--- config.mk ---
export PLATFORM = sky130hd
export DESIGN_NAME = fault_report_top
export DESIGN_NICKNAME = d
export VERILOG_FILES = /design/src/logic/report_cfg_pkg.sv /design/src/logic/report_frame_pkg.sv /design/src/logic/fault_capture.sv /design/src/logic/baud_timer.sv /design/src/logic/report_fsm.sv /design/src/logic/uart_tx_shifter.sv /design/src/logic/fault_report_top.sv
export SDC_FILE = /design/constraint.sdc
export NUM_CORES = 1
export LEC_CHECK = 0
export CORE_ASPECT_RATIO = 1.4
export CORE_MARGIN = 1
export CORE_UTILIZATION = 25
export CTS_CLUSTER_DIAMETER = 50
export DETAILED_ROUTE_END_ITERATION = 8
export DONT_BUFFER_PORTS = 1
export PLACE_DENSITY = 0.49
export SETUP_SLACK_MARGIN = 0.1
export SKIP_LAST_GASP = 1
export SYNTH_ARGS = -nofsm -noshare
export SYNTH_HDL_FRONTEND = slang
export SYNTH_SLANG_ARGS = --single-unit
--- constraint.sdc ---
create_clock -name clk_i -period 4.6 [get_ports clk_i]
set_clock_uncertainty 0.1 [all_clocks]
set_input_delay 0.46 -clock clk_i [delete_from_list [all_inputs] [get_ports clk_i]]
set_output_delay 0.46 -clock clk_i [all_outputs]
set_load 0.02 [all_outputs]
--- src/logic/report_cfg_pkg.sv ---
// ~~~~~~~~~~~~~~~~~~~~~~~~~~~~~~~~~~~~~~~~~~~~~~~~~~~~~~~~~~~~~~~~~~~~
// Clocking and size constants for the CHERI fault reporter.
// Imported by the RTL and by the testbench.
// ~~~~~~~~~~~~~~~~~~~~~~~~~~~~~~~~~~~~~~~~~~~~~~~~~~~~~~~~~~~~~~~~~~~~

`default_nettype none

package report_cfg_pkg;

  // Number of CHERI violation flags.
  // One flag per violation class, Bounds up to Permit Acc Sys Regs.
  parameter int unsigned FaultWidth = 9;

  // System clock frequency in Hz.
  parameter int unsigned SysClkFreq = 40_000_000;

  // Serial line rate of the report channel.
  parameter int unsigned BaudRate = 921_600;

  // Clock cycles per UART bit.
  // Integer division truncates 43.4 down to 43.
  parameter int unsigned DefaultClkPerBit = SysClkFreq / BaudRate;

  // Width of a violation index.
  parameter int unsigned FaultIdxWidth = $clog2(FaultWidth);

  // Index of one violation flag.
  typedef logic [FaultIdxWidth-1:0] fault_idx_t;

endpackage

`default_nettype wire

--- src/logic/report_frame_pkg.sv ---
// ~~~~~~~~~~~~~~~~~~~~~~~~~~~~~~~~~~~~~~~~~~~~~~~~~~~~~~~~~~~~~~~~~~~~
// UART frame layout and report sequencer states.
// Used by the sequencer, the shifter and the testbench checks.
// ~~~~~~~~~~~~~~~~~~~~~~~~~~~~~~~~~~~~~~~~~~~~~~~~~~~~~~~~~~~~~~~~~~~~

`default_nettype none

package report_frame_pkg;

  // Data bits per character.
  parameter int unsigned ByteWidth = 8;

  // One start bit, the data bits and one stop bit.
  // No parity bit, so the character format is 8N1.
  parameter int unsigned FrameBits = ByteWidth + 2;

  // Line level of the start bit.
  parameter logic StartBit = 1'b0;

  // Line level of the stop bit.
  // Same level as an idle line.
  parameter logic StopBit = 1'b1;

  // First byte of every report.
  // ASCII exclamation mark.
  parameter logic [ByteWidth-1:0] MarkerByte = 8'h21;

  // Report sequencer state.
  // IDLE waits for an index.
  // SEND_MARKER offers the marker byte.
  // SEND_INDEX offers the violation index.
  typedef enum logic [1:0] {
    IDLE        = 2'd0,
    SEND_MARKER = 2'd1,
    SEND_INDEX  = 2'd2
  } report_state_e;

endpackage

`default_nettype wire

--- src/logic/fault_capture.sv ---
// ~~~~~~~~~~~~~~~~~~~~~~~~~~~~~~~~~~~~~~~~~~~~~~~~~~~~~~~~~~~~~~~~~~~~
// Latches the first occurrence of each CHERI violation flag.
// Offers the lowest pending index to the report sequencer.
// ~~~~~~~~~~~~~~~~~~~~~~~~~~~~~~~~~~~~~~~~~~~~~~~~~~~~~~~~~~~~~~~~~~~~

`timescale 1ns/1ps
`default_nettype none

module fault_capture
  import report_cfg_pkg::*;
#(
  parameter int unsigned FaultWidth = report_cfg_pkg::FaultWidth
) (
  input  logic                  clk_i,
  input  logic                  rst_ni,
  input  logic [FaultWidth-1:0] fault_i,
  input  logic                  idx_ready_i,
  output logic                  idx_valid_o,
  output fault_idx_t            idx_o,
  output logic [FaultWidth-1:0] seen_o
);

  logic [FaultWidth-1:0] seen_q;
  logic [FaultWidth-1:0] pending_q;
  logic [FaultWidth-1:0] new_fault;
  logic [FaultWidth-1:0] clr_mask;
  fault_idx_t            pick;
  logic                  locked_q;
  fault_idx_t            locked_idx_q;
  logic                  take;

  // Flags pulse for LED modulation, so only unseen bits are new.
  assign new_fault = fault_i & ~seen_q;

  // Lowest pending index wins.
  // The loop runs downwards so the last match is the lowest bit.
  always_comb begin
    pick = '0;
    for (int i = FaultWidth - 1; i >= 0; i--) begin
      if (pending_q[i]) begin
        pick = fault_idx_t'(i);
      end
    end
  end

  assign idx_valid_o = |pending_q;
  // A stalled offer keeps its index even if a lower bit arrives.
  assign idx_o       = locked_q ? locked_idx_q : pick;
  assign take        = idx_valid_o && idx_ready_i;

  // One-hot clear of the accepted bit.
  always_comb begin
    clr_mask = '0;
    if (take) begin
      clr_mask[idx_o] = 1'b1;
    end
  end

  always_ff @(posedge clk_i or negedge rst_ni) begin
    if (!rst_ni) begin
      seen_q    <= '0;
      pending_q <= '0;
      locked_q  <= 1'b0;
    end else begin
      seen_q    <= seen_q | new_fault;
      pending_q <= (pending_q & ~clr_mask) | new_fault;
      if (take) begin
        locked_q <= 1'b0;
      end else if (idx_valid_o) begin
        locked_q <= 1'b1;
      end
    end
  end

  // Captured once per stalled offer.
  always_ff @(posedge clk_i) begin
    if (idx_valid_o && !idx_ready_i && !locked_q) begin
      locked_idx_q <= pick;
    end
  end

  assign seen_o = seen_q;

endmodule

`default_nettype wire

--- src/logic/baud_timer.sv ---
// ~~~~~~~~~~~~~~~~~~~~~~~~~~~~~~~~~~~~~~~~~~~~~~~~~~~~~~~~~~~~~~~~~~~~
// Bit timer for the UART shifter.
// Pulses once per bit period while a character is on the line.
// ~~~~~~~~~~~~~~~~~~~~~~~~~~~~~~~~~~~~~~~~~~~~~~~~~~~~~~~~~~~~~~~~~~~~

`timescale 1ns/1ps
`default_nettype none

module baud_timer #(
  parameter int unsigned ClkPerBit = 43
) (
  input  logic clk_i,
  input  logic rst_ni,
  input  logic busy_i,
  output logic bit_tick_o
);

  // At least one bit, even for a divide-by-one timer.
  localparam int unsigned CntWidth = (ClkPerBit > 1) ? $clog2(ClkPerBit) : 1;
  localparam logic [CntWidth-1:0] LastCnt = CntWidth'(ClkPerBit - 1);

  logic [CntWidth-1:0] cnt_q;
  logic                at_end;

  assign at_end = (cnt_q == LastCnt);

  // Held at zero while idle so the start bit gets a full period.
  always_ff @(posedge clk_i or negedge rst_ni) begin
    if (!rst_ni) begin
      cnt_q <= '0;
    end else if (!busy_i || at_end) begin
      cnt_q <= '0;
    end else begin
      cnt_q <= cnt_q + 1'b1;
    end
  end

  // Last cycle of each bit period.
  assign bit_tick_o = busy_i && at_end;

endmodule

`default_nettype wire

--- src/logic/report_fsm.sv ---
// ~~~~~~~~~~~~~~~~~~~~~~~~~~~~~~~~~~~~~~~~~~~~~~~~~~~~~~~~~~~~~~~~~~~~
// Report sequencer.
// Turns each accepted violation index into a marker byte and an index byte.
// ~~~~~~~~~~~~~~~~~~~~~~~~~~~~~~~~~~~~~~~~~~~~~~~~~~~~~~~~~~~~~~~~~~~~

`timescale 1ns/1ps
`default_nettype none

module report_fsm
  import report_cfg_pkg::*;
  import report_frame_pkg::*;
(
  input  logic                 clk_i,
  input  logic                 rst_ni,
  input  logic                 idx_valid_i,
  input  fault_idx_t           idx_i,
  input  logic                 byte_ready_i,
  output logic                 idx_ready_o,
  output logic                 byte_valid_o,
  output logic [ByteWidth-1:0] byte_o
);

  report_state_e state_q;
  report_state_e state_d;
  fault_idx_t    idx_q;
  logic          idx_take;
  logic          byte_take;

  // New indices are taken only between reports.
  assign idx_ready_o  = (state_q == IDLE);
  assign idx_take     = idx_valid_i && idx_ready_o;

  // Both send states offer a byte.
  assign byte_valid_o = (state_q != IDLE);
  assign byte_take    = byte_valid_o && byte_ready_i;

  // Marker first, then the stored index zero-extended.
  always_comb begin
    if (state_q == SEND_MARKER) begin
      byte_o = MarkerByte;
    end else begin
      byte_o = ByteWidth'(idx_q);
    end
  end

  // Each byte is held until the shifter takes it.
  always_comb begin
    state_d = state_q;
    unique case (state_q)
      IDLE: begin
        if (idx_take) begin
          state_d = SEND_MARKER;
        end
      end
      SEND_MARKER: begin
        if (byte_take) begin
          state_d = SEND_INDEX;
        end
      end
      SEND_INDEX: begin
        if (byte_take) begin
          state_d = IDLE;
        end
      end
      default: begin
        state_d = IDLE;
      end
    endcase
  end

  always_ff @(posedge clk_i or negedge rst_ni) begin
    if (!rst_ni) begin
      state_q <= IDLE;
    end else begin
      state_q <= state_d;
    end
  end

  // Index of the report in progress.
  always_ff @(posedge clk_i) begin
    if (idx_take) begin
      idx_q <= idx_i;
    end
  end

endmodule

`default_nettype wire

--- src/logic/uart_tx_shifter.sv ---
// ~~~~~~~~~~~~~~~~~~~~~~~~~~~~~~~~~~~~~~~~~~~~~~~~~~~~~~~~~~~~~~~~~~~~
// UART transmit shifter.
// Sends one byte as an 8N1 character, one bit per tick from the timer.
// ~~~~~~~~~~~~~~~~~~~~~~~~~~~~~~~~~~~~~~~~~~~~~~~~~~~~~~~~~~~~~~~~~~~~

`timescale 1ns/1ps
`default_nettype none

module uart_tx_shifter
  import report_frame_pkg::*;
(
  input  logic                 clk_i,
  input  logic                 rst_ni,
  input  logic                 byte_valid_i,
  input  logic [ByteWidth-1:0] byte_i,
  input  logic                 bit_tick_i,
  output logic                 byte_ready_o,
  output logic                 busy_o,
  output logic                 tx_o
);

  localparam int unsigned BitCntWidth = $clog2(FrameBits);
  localparam logic [BitCntWidth-1:0] LastBit = BitCntWidth'(FrameBits - 1);

  logic [FrameBits-1:0]   frame_q;
  logic [BitCntWidth-1:0] bit_cnt_q;
  logic                   busy_q;
  logic                   accept;

  assign accept = byte_valid_i && !busy_q;

  // Bit 0 of the frame drives the line.
  // Ones shift in behind it, so the line idles high after the stop bit.
  always_ff @(posedge clk_i or negedge rst_ni) begin
    if (!rst_ni) begin
      frame_q   <= '1;
      bit_cnt_q <= '0;
      busy_q    <= 1'b0;
    end else if (accept) begin
      frame_q   <= {StopBit, byte_i, StartBit};
      bit_cnt_q <= '0;
      busy_q    <= 1'b1;
    end else if (busy_q && bit_tick_i) begin
      frame_q <= {1'b1, frame_q[FrameBits-1:1]};
      // Tick at the end of the stop bit closes the character.
      if (bit_cnt_q == LastBit) begin
        bit_cnt_q <= '0;
        busy_q    <= 1'b0;
      end else begin
        bit_cnt_q <= bit_cnt_q + 1'b1;
      end
    end
  end

  assign tx_o         = frame_q[0];
  assign busy_o       = busy_q;
  assign byte_ready_o = !busy_q;

endmodule

`default_nettype wire

--- src/logic/fault_report_top.sv ---
// ~~~~~~~~~~~~~~~~~~~~~~~~~~~~~~~~~~~~~~~~~~~~~~~~~~~~~~~~~~~~~~~~~~~~
// CHERI fault reporter top level.
// Sends a two-byte UART report for the first occurrence of each violation.
// ~~~~~~~~~~~~~~~~~~~~~~~~~~~~~~~~~~~~~~~~~~~~~~~~~~~~~~~~~~~~~~~~~~~~

`timescale 1ns/1ps
`default_nettype none

module fault_report_top
  import report_cfg_pkg::*;
  import report_frame_pkg::*;
#(
  parameter int unsigned FaultWidth = report_cfg_pkg::FaultWidth,
  parameter int unsigned ClkPerBit  = DefaultClkPerBit
) (
  input  logic                  clk_i,
  input  logic                  rst_ni,
  input  logic [FaultWidth-1:0] fault_i,
  output logic                  tx_o,
  output logic [FaultWidth-1:0] reported_o
);

  // Capture to sequencer.
  logic                 idx_valid;
  logic                 idx_ready;
  fault_idx_t           idx;

  // Sequencer to shifter.
  logic                 byte_valid;
  logic                 byte_ready;
  logic [ByteWidth-1:0] byte_data;

  // Shifter and timer.
  logic                 busy;
  logic                 bit_tick;

  // The seen mask doubles as the reported mask.
  fault_capture #(
    .FaultWidth ( FaultWidth )
  ) i_fault_capture (
    .clk_i       ( clk_i      ),
    .rst_ni      ( rst_ni     ),
    .fault_i     ( fault_i    ),
    .idx_ready_i ( idx_ready  ),
    .idx_valid_o ( idx_valid  ),
    .idx_o       ( idx        ),
    .seen_o      ( reported_o )
  );

  report_fsm i_report_fsm (
    .clk_i        ( clk_i      ),
    .rst_ni       ( rst_ni     ),
    .idx_valid_i  ( idx_valid  ),
    .idx_i        ( idx        ),
    .byte_ready_i ( byte_ready ),
    .idx_ready_o  ( idx_ready  ),
    .byte_valid_o ( byte_valid ),
    .byte_o       ( byte_data  )
  );

  baud_timer #(
    .ClkPerBit ( ClkPerBit )
  ) i_baud_timer (
    .clk_i      ( clk_i    ),
    .rst_ni     ( rst_ni   ),
    .busy_i     ( busy     ),
    .bit_tick_o ( bit_tick )
  );

  uart_tx_shifter i_uart_tx_shifter (
    .clk_i        ( clk_i      ),
    .rst_ni       ( rst_ni     ),
    .byte_valid_i ( byte_valid ),
    .byte_i       ( byte_data  ),
    .bit_tick_i   ( bit_tick   ),
    .byte_ready_o ( byte_ready ),
    .busy_o       ( busy       ),
    .tx_o         ( tx_o       )
  );

endmodule

`default_nettype wire

==> results.ini, run 1 <==
[worst_setup_path]
crit_family=compound AO/OA/AOI/OAI gates
slowest_delay_ns=0.49
cp_max_fo=6
critPathBufInv=0
ff2ff_path_depth=5
critPathKind=register to register
startpoint_type=register
worst_ep_required_time_ns=4.67
cpMaxStageDelayCell=a31oi_1
timing.rr.start=i_report_fsm.state_q[1]$_DFFE_PN0P_
crit_cells=5
crit_arrival_ns=2.23
crit_path_start=i_report_fsm.state_q[1]$_DFFE_PN0P_
cp-end-kind=register
crit_chain=or2_2 > a31oi_1 > nand2_2 > o31a_1 > a221o_1

[logic_synthesis]
yosysSeqAreaShare_pct=56.13
syn_inst=220
synth_compound_area_share_pct=16.60
yosysUniqueCellTypes=44
synth_flop_cell=dfrtp_1
synth_area_leaders=dfrtp_1 (35%), edfxtp_1 (11%), dfstp_2 (10%)
synth_fa_ha_area_share_pct=2.199
synthesis.nets=235
synth-seq-cells=49
synth_xor_area_share_pct=1.539
yosysTopAreaCell=dfrtp_1
netlist_area_um2=2276
yosys_warnings=0
synth_top_area_share_pct=35.18
synth.top_cells.by_count=dfrtp_1 (32), inv_1 (24), nor2_1 (21)
synth.avg_cell_area_um2=10.35
synth_most_common_cell=dfrtp_1
synth_top_family_by_area=simple AND/OR/NAND/NOR gates
synth-simple-area-share_pct=17.48
async_flop_share_pct=83.67
synthMuxAreaShare_pct=1.374
synth_enable_flop_cells=8

[route]
wl_per_cell_um=13.91
drt_first_pass_iters=5
drt_iter0_drc=102
drcViolationCount=0
ant_nets=0
routed_wl_um=4603
num_vias=1597
drt-vias-per-instance=4.825

[sta]
final-max-slew-violation-count=0
whs_ns=0.1811
tightest_slew_ns=0.7392
fmax_mhz=462.0
final.setup.tns_ns=0
slew_headroom_pct=50.30
hold_viol_final=0
finalSetupViolCount=0
period_share_pct=47.06
rsz0062_at_grt=false
period_needed_ns=2.165

[cells_and_area]
multi_input_area_um2=892.1
final.fill_count=928
fin_nets=240
ff_latch_area_um2=1277
layout.cells.non_filler=331
diodes=0
area_growth_pct=13.30
layout-drive-gt1-share_pct=15.49

[global_routing]
grt_pass1_wl_um=8024
antenna_found_initial=0
grt_pass1_vias=1695
grtUsageTotal_pct=11.30
grt-ovfl-total=0
grt_max_degree=42

[status]
status=finished, final reports clean

[power]
p_per_area_nw_per_um2=322.9
total_power_uw=832.6
peakVddDrop_mv=0.2429
cellLeakagePower_uw=0.001045

[die]
die_w_um=82.64
ios=21
fp.dieH_um=114.9
die_area_um2=9495
rows=40
start_util_pct=26.14
fp.coreArea_um2=8708

[clock_network]
cts_made_buffers=5
clock-sinks=49
cts_htree_levels=2
post-cts-setup-buffers=0
clock_path_buffers=2
cts_tree=yes
clkLatencyLatePin_ns=0.29
cts-root-buf=clkbuf_16
path_clk_slew_ns=0.07

[min_path]
hp-class=primary input to register
holdCritStartpoint=fault_i[2]
hold_path_depth=1

[placed_design]
port_buffers=0
gp_congestion=0.8943
place_hpwl_um=3392
dp.cells=321

[flow_run]
maxCapViolCount=0

## layout by cell type, fill, tap and decap left out, types with 5 or more instances in the layout
cell / count
nor2_1: 21
edfxtp_1: 8
or2_2: 10
nor3_1: 6
inv_1: 24
dfrtp_1: 32
clkbuf_16: 5
nand3_1: 10
dfstp_2: 9
o21ai_0: 17
a21oi_1: 10
nand2_1: 15
## final timing paths
kind,endpoint,slack [ns]
min in group asynchronous,i_baud_timer.cnt_q[5]$_DFF_PN0_,0.54
max in group asynchronous,i_uart_tx_shifter.frame_q[4]$_DFFE_PN1P_,3.60
max,i_fault_capture.pending_q[7]$_DFF_PN0_,2.44
min reg2reg,i_uart_tx_shifter.frame_q[3]$_DFFE_PN1P_,0.37
max reg2reg,i_fault_capture.pending_q[7]$_DFF_PN0_,2.44
min,i_fault_capture.seen_o[2]$_DFF_PN0_,0.18
## report_power, final
part	internal [uW]	switching, uW	leakage, uW
logic	2.90	7.63	0.000488
clock network	230	152	0.0000799
registers	440	0.000000000000724	0.000477
## routing by layer
layer	wire [um]	vias up	global-route usage, %
met4	152	0	6.322
li1	-	786	-
met2	2407	29	19.07
met3	147	11	3.095
met1	1896	771	12.56
met5	0	-	0
## what timing repair did
item                                   in CTS  in global routing
endpoints found under the hold margin      41                  0
resized for setup                           0                  0
hold buffers                                2                  0
## state kept, by name (all words and copies together) (netlist names)
register	cells
i_fault_capture.pending_q	9
i_uart_tx_shifter.busy_o	1
i_report_fsm.idx_q	4
i_fault_capture.locked_q	1
i_uart_tx_shifter.frame_q	9
i_report_fsm.state_q	2
i_fault_capture.seen_o	9
i_baud_timer.cnt_q	6
i_fault_capture.locked_idx_q	4
i_uart_tx_shifter.bit_cnt_q	4
## metrics by stage
step	util (%)	setup WS, ns	cell area [um2]
floorplan	-	2.662	2276
global placement	27.46	2.514	2391
detailed placement	27.46	2.478	2391
CTS	29.61	2.446	2579
global route	29.61	2.331	2579
finish	29.61	2.435	2579
## final cells by class
type	instances	share of cell area, %
multi-input combinational	143	34.59
sequential	49	49.54
timing repair buffer	2	1.164
clock inverter	1	0.1941
inverter	24	3.493
clock buffer	7	5.919
tap	105	5.095
## cells by family (layout without fill, tap and decap cells)
| kind of cell | after synthesis | in the layout |
|---|---|---|
| buffers and inverters | 28 | 34 |
| AO/OA/AOI/OAI | 55 | 55 |
| multiplexers | 3 | 3 |
| adder cells (fa/ha/maj) | 4 | 4 |
| XOR/XNOR | 4 | 4 |
| flip-flops | 49 | 49 |
| AND/OR/NAND/NOR | 77 | 77 |
No activity file was read; power rests on OpenSTA's default activity.
==> run 2, diff against run 1 <==
Settings changed: ABC_AREA set to 1.
Clock period 4.6 ns to 2 ns, I/O delays scaled along.
==> run 2 against run 1 <==
Worst setup slack worse by 2.1 ns. Sequential power is 130% higher. Highest routed layer unchanged. Combinational power grew to 3.9 times the previous value. Critical path depth is 3 higher. Wire length is 9.5% lower. Largest cell class unchanged. Sequential share of layout area is 2.2 points lower. Non-clock buffer count is 11 higher.
==> results.ini, run 2 <==
[status]
status=finished, final reports clean

[worst_setup_path]
crit_arrival_ns=1.73  ; -0.50 ns
cp-end-kind=register
cp_max_fo=7  ; +1
critPathKind=register to register
startpoint_type=register
worst_ep_required_time_ns=2.08  ; -2.59 ns

[power]
internal_power_uw=1532  ; +130%
p_clk_share_pct=44.5  ; -1.4 points
swShare_pct=19.56  ; +0.39 points
pwr-share-comb_pct=2.1  ; +0.8 points
seqPwrFrac_pct=53.4  ; +0.6 points
p_per_area_nw_per_um2=706.4  ; +120%
peakVddDrop_mv=0.3373  ; +39%
total_power_uw=1905  ; +130%
p_switching_uw=372.6  ; +130%
cellLeakagePower_uw=0.001199  ; +15%

[min_path]
hp-class=primary input to async pin

[logic_synthesis]
synth.avg_cell_area_um2=9.211  ; -11%
synth_most_common_cell=nand2_1
synth_enable_flop_cells=8  ; unchanged
syn_inst=249  ; +13%
yosysSeqAreaShare_pct=55.70  ; -0.43 points
yosysUniqueCellTypes=35  ; -20%
synth_area_leaders=dfrtp_1 (35%), edfxtp_1 (10%), dfstp_2 (10%)
synth_flop_cell=dfrtp_1
synth-seq-cells=49  ; unchanged
yosys_warnings=0  ; unchanged
netlist_area_um2=2293  ; +0.77%
synth_top_area_share_pct=34.92  ; -0.27 points
async_flop_share_pct=83.67  ; unchanged
synth.top_cells.by_count=nand2_1 (62), dfrtp_1 (32), inv_1 (31)
synthesis.nets=264  ; +12%
yosysTopAreaCell=dfrtp_1

[die]
die_w_um=82.95  ; +0.38%
start_util_pct=25.55  ; -0.59 points
die_area_um2=9566  ; +0.75%
ios=21  ; unchanged
rows=41  ; +2.5%
fp.dieH_um=115.3  ; +0.37%
fp.coreArea_um2=8977  ; +3.1%

[route]
ant_nets=0  ; unchanged
drt-vias-per-instance=4.359  ; -9.7%
num_vias=1639  ; +2.6%
wl_per_cell_um=11.08  ; -20%
drt_first_pass_iters=4  ; -1
routed_wl_um=4165  ; -9.5%
drt_iter0_drc=49  ; -52%
drcViolationCount=0  ; unchanged

[cells_and_area]
final.fill_count=956  ; +3.0%
layout-drive-gt1-share_pct=18.22  ; +2.7 points
layout_common_cells=nand2_1 (62), dfrtp_1 (32), inv_1 (31)
fin_nets=283  ; +18%
diodes=0  ; unchanged
layout.cells.non_filler=376  ; +14%
area_growth_pct=17.57
final_common_cell=nand2_1

[clock_network]
path_clk_slew_ns=0.06  ; about the same
ctsHoldBuffers=11  ; +9
cts.repair.resized=0  ; unchanged
cts-root-buf=clkbuf_16
cts_made_buffers=5  ; unchanged
cts_tree=yes
clkLatencyLatePin_ns=0.28  ; about the same
clock-sinks=49  ; unchanged
post-cts-setup-buffers=0  ; unchanged
cts_htree_levels=2  ; unchanged
clock_path_buffers=2  ; unchanged

[sta]
final.setup.tns_ns=0  ; unchanged
period_needed_ns=1.652  ; -0.5124 ns
period_share_pct=82.62  ; +36 points
worst_slack_ns=0.3477  ; -2.088 ns
fmax_mhz=605.2  ; +31%
final-max-slew-violation-count=0  ; unchanged
finalSetupViolCount=0  ; unchanged
hold_viol_final=0  ; unchanged
tightest_slew_ns=0.2659  ; -0.4733 ns
slew_headroom_pct=82.17  ; +32 points
rsz0062_at_grt=false

[global_routing]
grt_pass1_vias=1688  ; -0.41%
grt-ovfl-total=0  ; unchanged
grtUsageTotal_pct=9.519  ; -1.8 points
grt_max_degree=42  ; unchanged
grt_pass1_wl_um=7334  ; -8.6%
antenna_found_initial=0  ; unchanged

[placed_design]
port_buffers=0  ; unchanged
place_hpwl_um=3079  ; -9.2%
gp_congestion=0.7617  ; -15%
dp_slack_ns=0.3555  ; -2.123 ns
dp.cells=357  ; +11%

[flow_run]
maxCapViolCount=0  ; unchanged

## run 2: layout make-up
type                    instances  area (um2)  area share [%]
flip-flops and latches         49        1277           47.38
inverters                      34       127.6           4.733
multi-input cells             165       873.3           32.39
well taps                     107       133.9           4.965
clock buffers                   7       142.6           5.290
repair buffers                 13       135.1           5.012
clock inverters                 1       6.256          0.2320
## run 2: worst max-delay path: stages (launching register included)
cell	delay, ns
dfrtp_1	0.46
nor2_2	0.19
inv_1	0.10
a21oi_4	0.22
nand2_1	0.10
nor2_2	0.15
nand4_1	0.10
nand2_1	0.08
nand2_1	0.05
## run 2: stage by stage
| step | instance area, um2 | utilization (%) | hold slack (ns) |
|---|---|---|---|
| 4_1_cts | 2696 | 30.03 | 0.2717 |
| 2_1_floorplan | 2293 | - | -0.1956 |
| 3_3_place_gp | 2427 | 27.04 | -0.1946 |
| 6_report | 2696 | 30.03 | 0.2640 |
| 5_1_grt | 2696 | 30.03 | 0.2959 |
| 3_5_place_dp | 2427 | 27.04 | -0.1947 |
## run 2: final timing paths
path | start | end | slack [ns] | cells after the start
max | i_report_fsm.state_q[1]$_DFFE_PN0P_ | i_fault_capture.pending_q[6]$_DFF_PN0_ | 0.35 | 8
min | rst_ni | i_fault_capture.seen_o[6]$_DFF_PN0_ | 0.26 | 2
max reg2reg | i_report_fsm.state_q[1]$_DFFE_PN0P_ | i_fault_capture.pending_q[6]$_DFF_PN0_ | 0.35 | 8
min reg2reg | i_uart_tx_shifter.frame_q[8]$_DFFE_PN1P_ | i_uart_tx_shifter.frame_q[8]$_DFFE_PN1P_ | 0.37 | 2
max in group asynchronous | rst_ni | i_uart_tx_shifter.frame_q[0]$_DFFE_PN1P_ | 1.26 | 2
min in group clk_i | i_uart_tx_shifter.frame_q[8]$_DFFE_PN1P_ | i_uart_tx_shifter.frame_q[8]$_DFFE_PN1P_ | 0.37 | 2
## run 2: power groups by stage
stage / Clock (uW) / Sequential [uW] / Combinational, uW
2_1_floorplan: 0 / 1030 / 2.94
3_3_place_gp: 0 / 1030 / 3.30
3_5_place_dp: 0 / 1030 / 3.74
4_1_cts: 880 / 1020 / 42.8
5_1_grt: 917 / 1020 / 47.2
6_report: 848 / 1020 / 40.7
## run 2: metal layers
| layer | share of wire, % | global-route usage (%) |
|---|---|---|
| met3 | 3.3 | 2.872 |
| met5 | 0 | 0 |
| met2 | 52 | 17.43 |
| met1 | 43 | 10.35 |
| met4 | 2.3 | 3.563 |
## run 2: cell families (layout without fill, tap and decap cells)
group | count (synthesis) | in the layout | synth area share [%]
buffers and inverters | 35 | 55 | 6.219
AOI/OAI and AO/OA | 27 | 27 | 7.584
DFF | 49 | 49 | 55.70
adders and majority gates | 4 | 4 | 2.182
and+or+nand+nor | 132 | 132 | 27.55
xor gates and xnor gates | 2 | 2 | 0.7639
==> run 3, diff against run 2 <==
Clock period 2 ns to 1.7 ns, I/O delays scaled along.
==> run 3 against run 2 <==
First-iteration DRC count up 29%. Critical path depth up 2. Sequential cell count unchanged. Sequential power up 18%.
==> results.ini, run 3 (synthesis gave the netlist of run 2 again) <==
[worst_setup_path]
timing.rr.start=i_fault_capture.pending_q[6]$_DFF_PN0_
cp-end-kind=register
worst_ep_required_time_ns=1.78  ; -0.30 ns
crit_arrival_ns=1.68  ; -0.05 ns
r2r_end=i_fault_capture.pending_q[0]$_DFF_PN0_
cp_max_fo=4  ; -3
critPathKind=register to register
ff2ff_path_depth=10  ; +2
startpoint_type=register
rrSetupSlack_ns=0.10  ; -0.24 ns

[flow_run]
maxCapViolCount=0  ; unchanged

[die]
ios=21  ; unchanged
fp.dieH_um=115.3  ; unchanged
die_w_um=82.95  ; unchanged
fp.coreArea_um2=8977  ; unchanged
die_area_um2=9566  ; unchanged
rows=41  ; unchanged
start_util_pct=25.55  ; unchanged

[global_routing]
grt_pass1_wl_um=7431  ; +1.3%
grt_use_met1_pct=10.48  ; +0.13 points
gr-usage-met3_pct=2.297  ; -0.57 points
grtUsageTotal_pct=9.533  ; +0.013 points
antenna_found_initial=0  ; unchanged
grt-busiest-layer=met2
grt_pass1_vias=1725  ; +2.2%
grt_use_met2_pct=17.92  ; +0.49 points
grt-ovfl-total=0  ; unchanged
grt_max_degree=42  ; unchanged

[placed_design]
dp.cells=368  ; +3.1%
port_buffers=0  ; unchanged
place_hpwl_um=3079  ; about the same
gp_congestion=0.7484  ; -1.7%

[min_path]
hp-class=primary input to async pin

[route]
num_vias=1725  ; +5.2%
drt_iter0_drc=63  ; +29%
routed_wl_um=4310  ; +3.5%
drt_first_pass_iters=4  ; unchanged
drcViolationCount=0  ; unchanged
ant_nets=0  ; unchanged
drt-vias-per-instance=4.378  ; +0.44%
wl_per_cell_um=10.94  ; -1.2%

[clock_network]
cts_tree=yes
cts_made_buffers=5  ; unchanged
cts-root-buf=clkbuf_16
clock_path_buffers=2  ; unchanged
path_clk_slew_ns=0.06  ; about the same
clock-sinks=49  ; unchanged
cts_htree_levels=2  ; unchanged
clkLatencyLatePin_ns=0.28  ; about the same

[sta]
period_share_pct=93.88  ; +11 points
finalSetupViolCount=0  ; unchanged
rsz0062_at_grt=true
fmax_mhz=626.6  ; +3.5%
slew_headroom_pct=65.52  ; -17 points
tightest_slew_ns=0.5132  ; +0.2473 ns
final-max-slew-violation-count=0  ; unchanged
whs_ns=0.2459  ; -0.01811 ns
hold_viol_final=0  ; unchanged
period_needed_ns=1.596  ; -0.05634 ns

[cells_and_area]
area_growth_pct=30.33
layout_common_cells=nand2_1 (56), dfrtp_1 (30), inv_1 (29)
final_common_cell=nand2_1
diodes=0  ; unchanged
fin_util_pct=33.30  ; +3.3 points
layout.cells.non_filler=394  ; +4.8%
layout-drive-gt1-share_pct=29.27  ; +11 points
final.fill_count=876  ; -8.4%
fin_nets=301  ; +6.4%

[power]
cellLeakagePower_uw=0.001329  ; +11%
pwr-share-comb_pct=2.3  ; +0.2 points
swShare_pct=19.13  ; -0.43 points
seqPwrFrac_pct=51.1  ; -2.3 points
internal_power_uw=1893  ; +24%
p_clk_share_pct=46.6  ; +2.1 points
p_per_area_nw_per_um2=783.0  ; +11%
peakVddDrop_mv=0.5335  ; +58%
p_switching_uw=447.8  ; +20%

[status]
status=finished, final reports clean

run 3: how the worst max path moves through the flow:
stage	startpoint	to	slack [ns]
final	i_fault_capture.pending_q[6]$_DFF_PN0_	i_fault_capture.pending_q[0]$_DFF_PN0_	0.10
after global routing	i_fault_capture.pending_q[5]$_DFF_PN0_	i_fault_capture.pending_q[0]$_DFF_PN0_	-0.02
after floorplan	i_report_fsm.state_q[1]$_DFFE_PN0P_	i_fault_capture.pending_q[4]$_DFF_PN0_	0.22
after detailed placement	i_fault_capture.pending_q[1]$_DFF_PN0_	i_fault_capture.pending_q[7]$_DFF_PN0_	0.03
after global placement	i_fault_capture.pending_q[2]$_DFF_PN0_	i_fault_capture.pending_q[7]$_DFF_PN0_	0.05
after CTS	i_fault_capture.pending_q[3]$_DFF_PN0_	i_fault_capture.pending_q[0]$_DFF_PN0_	0.09
run 3: stage by stage:
| step | total power, uW | cell area (um2) | worst slack (ns) | TNS [ns] |
|---|---|---|---|---|
| after CTS | 2381 | 2819 | 0.09099 | 0 |
| after global placement | 1225 | 2510 | 0.04838 | 0 |
| after global routing | 2427 | 2989 | -0.01603 | -0.02734 |
| final | 2341 | 2989 | 0.1040 | 0 |
| after detailed placement | 1226 | 2510 | 0.03292 | 0 |
| after floorplan | 1221 | 2293 | 0.2163 | 0 |
run 3: per-layer routing:
layer	vias up	share of wire [%]	wire length [um]
li1	874	-	-
met1	810	41	1786
met2	35	55	2361
met3	6	2.6	113
met4	0	1.1	48
met5	-	0	0
run 3: power groups by stage:
stage                     Sequential (uW)  Clock, uW  Combinational [uW]
final                                1200       1090                54.7
after global routing                 1200       1170                62.8
after CTS                            1190       1130                56.1
after detailed placement             1220          0                9.59
after global placement               1220          0                8.93
after floorplan                      1220          0                3.46
run 3: final cells by class:
type                       count  area, um2  share of cell area [%]
clock inverter                 1      7.507                  0.2512
sequential                    49       1280                   42.82
inverter                      34      127.6                   4.270
multi-input combinational    165      987.2                   33.03
timing repair buffer          31      289.0                   9.669
clock buffer                   7      163.9                   5.483
tap                          107      133.9                   4.479
run 3: timing repair:
action | in CTS | in global routing
setup endpoints to repair | 9 | 23
hold endpoints to repair | 59 | 0
pin swaps | 1 | 15
hold buffers | 11 | 0
resized for setup | 3 | 33
setup buffers | 1 | 6
run 3: worst max-delay path, stage by stage (launching register included):
cell     delay (ns)
dfrtp_2        0.41
nor2_4         0.06
nand2_4        0.09
nor2_4         0.05
buf_6          0.11
a21oi_4        0.16
nand2_2        0.10
nor2_4         0.15
nand4_1        0.12
nand2_1        0.09
nand2_1        0.05
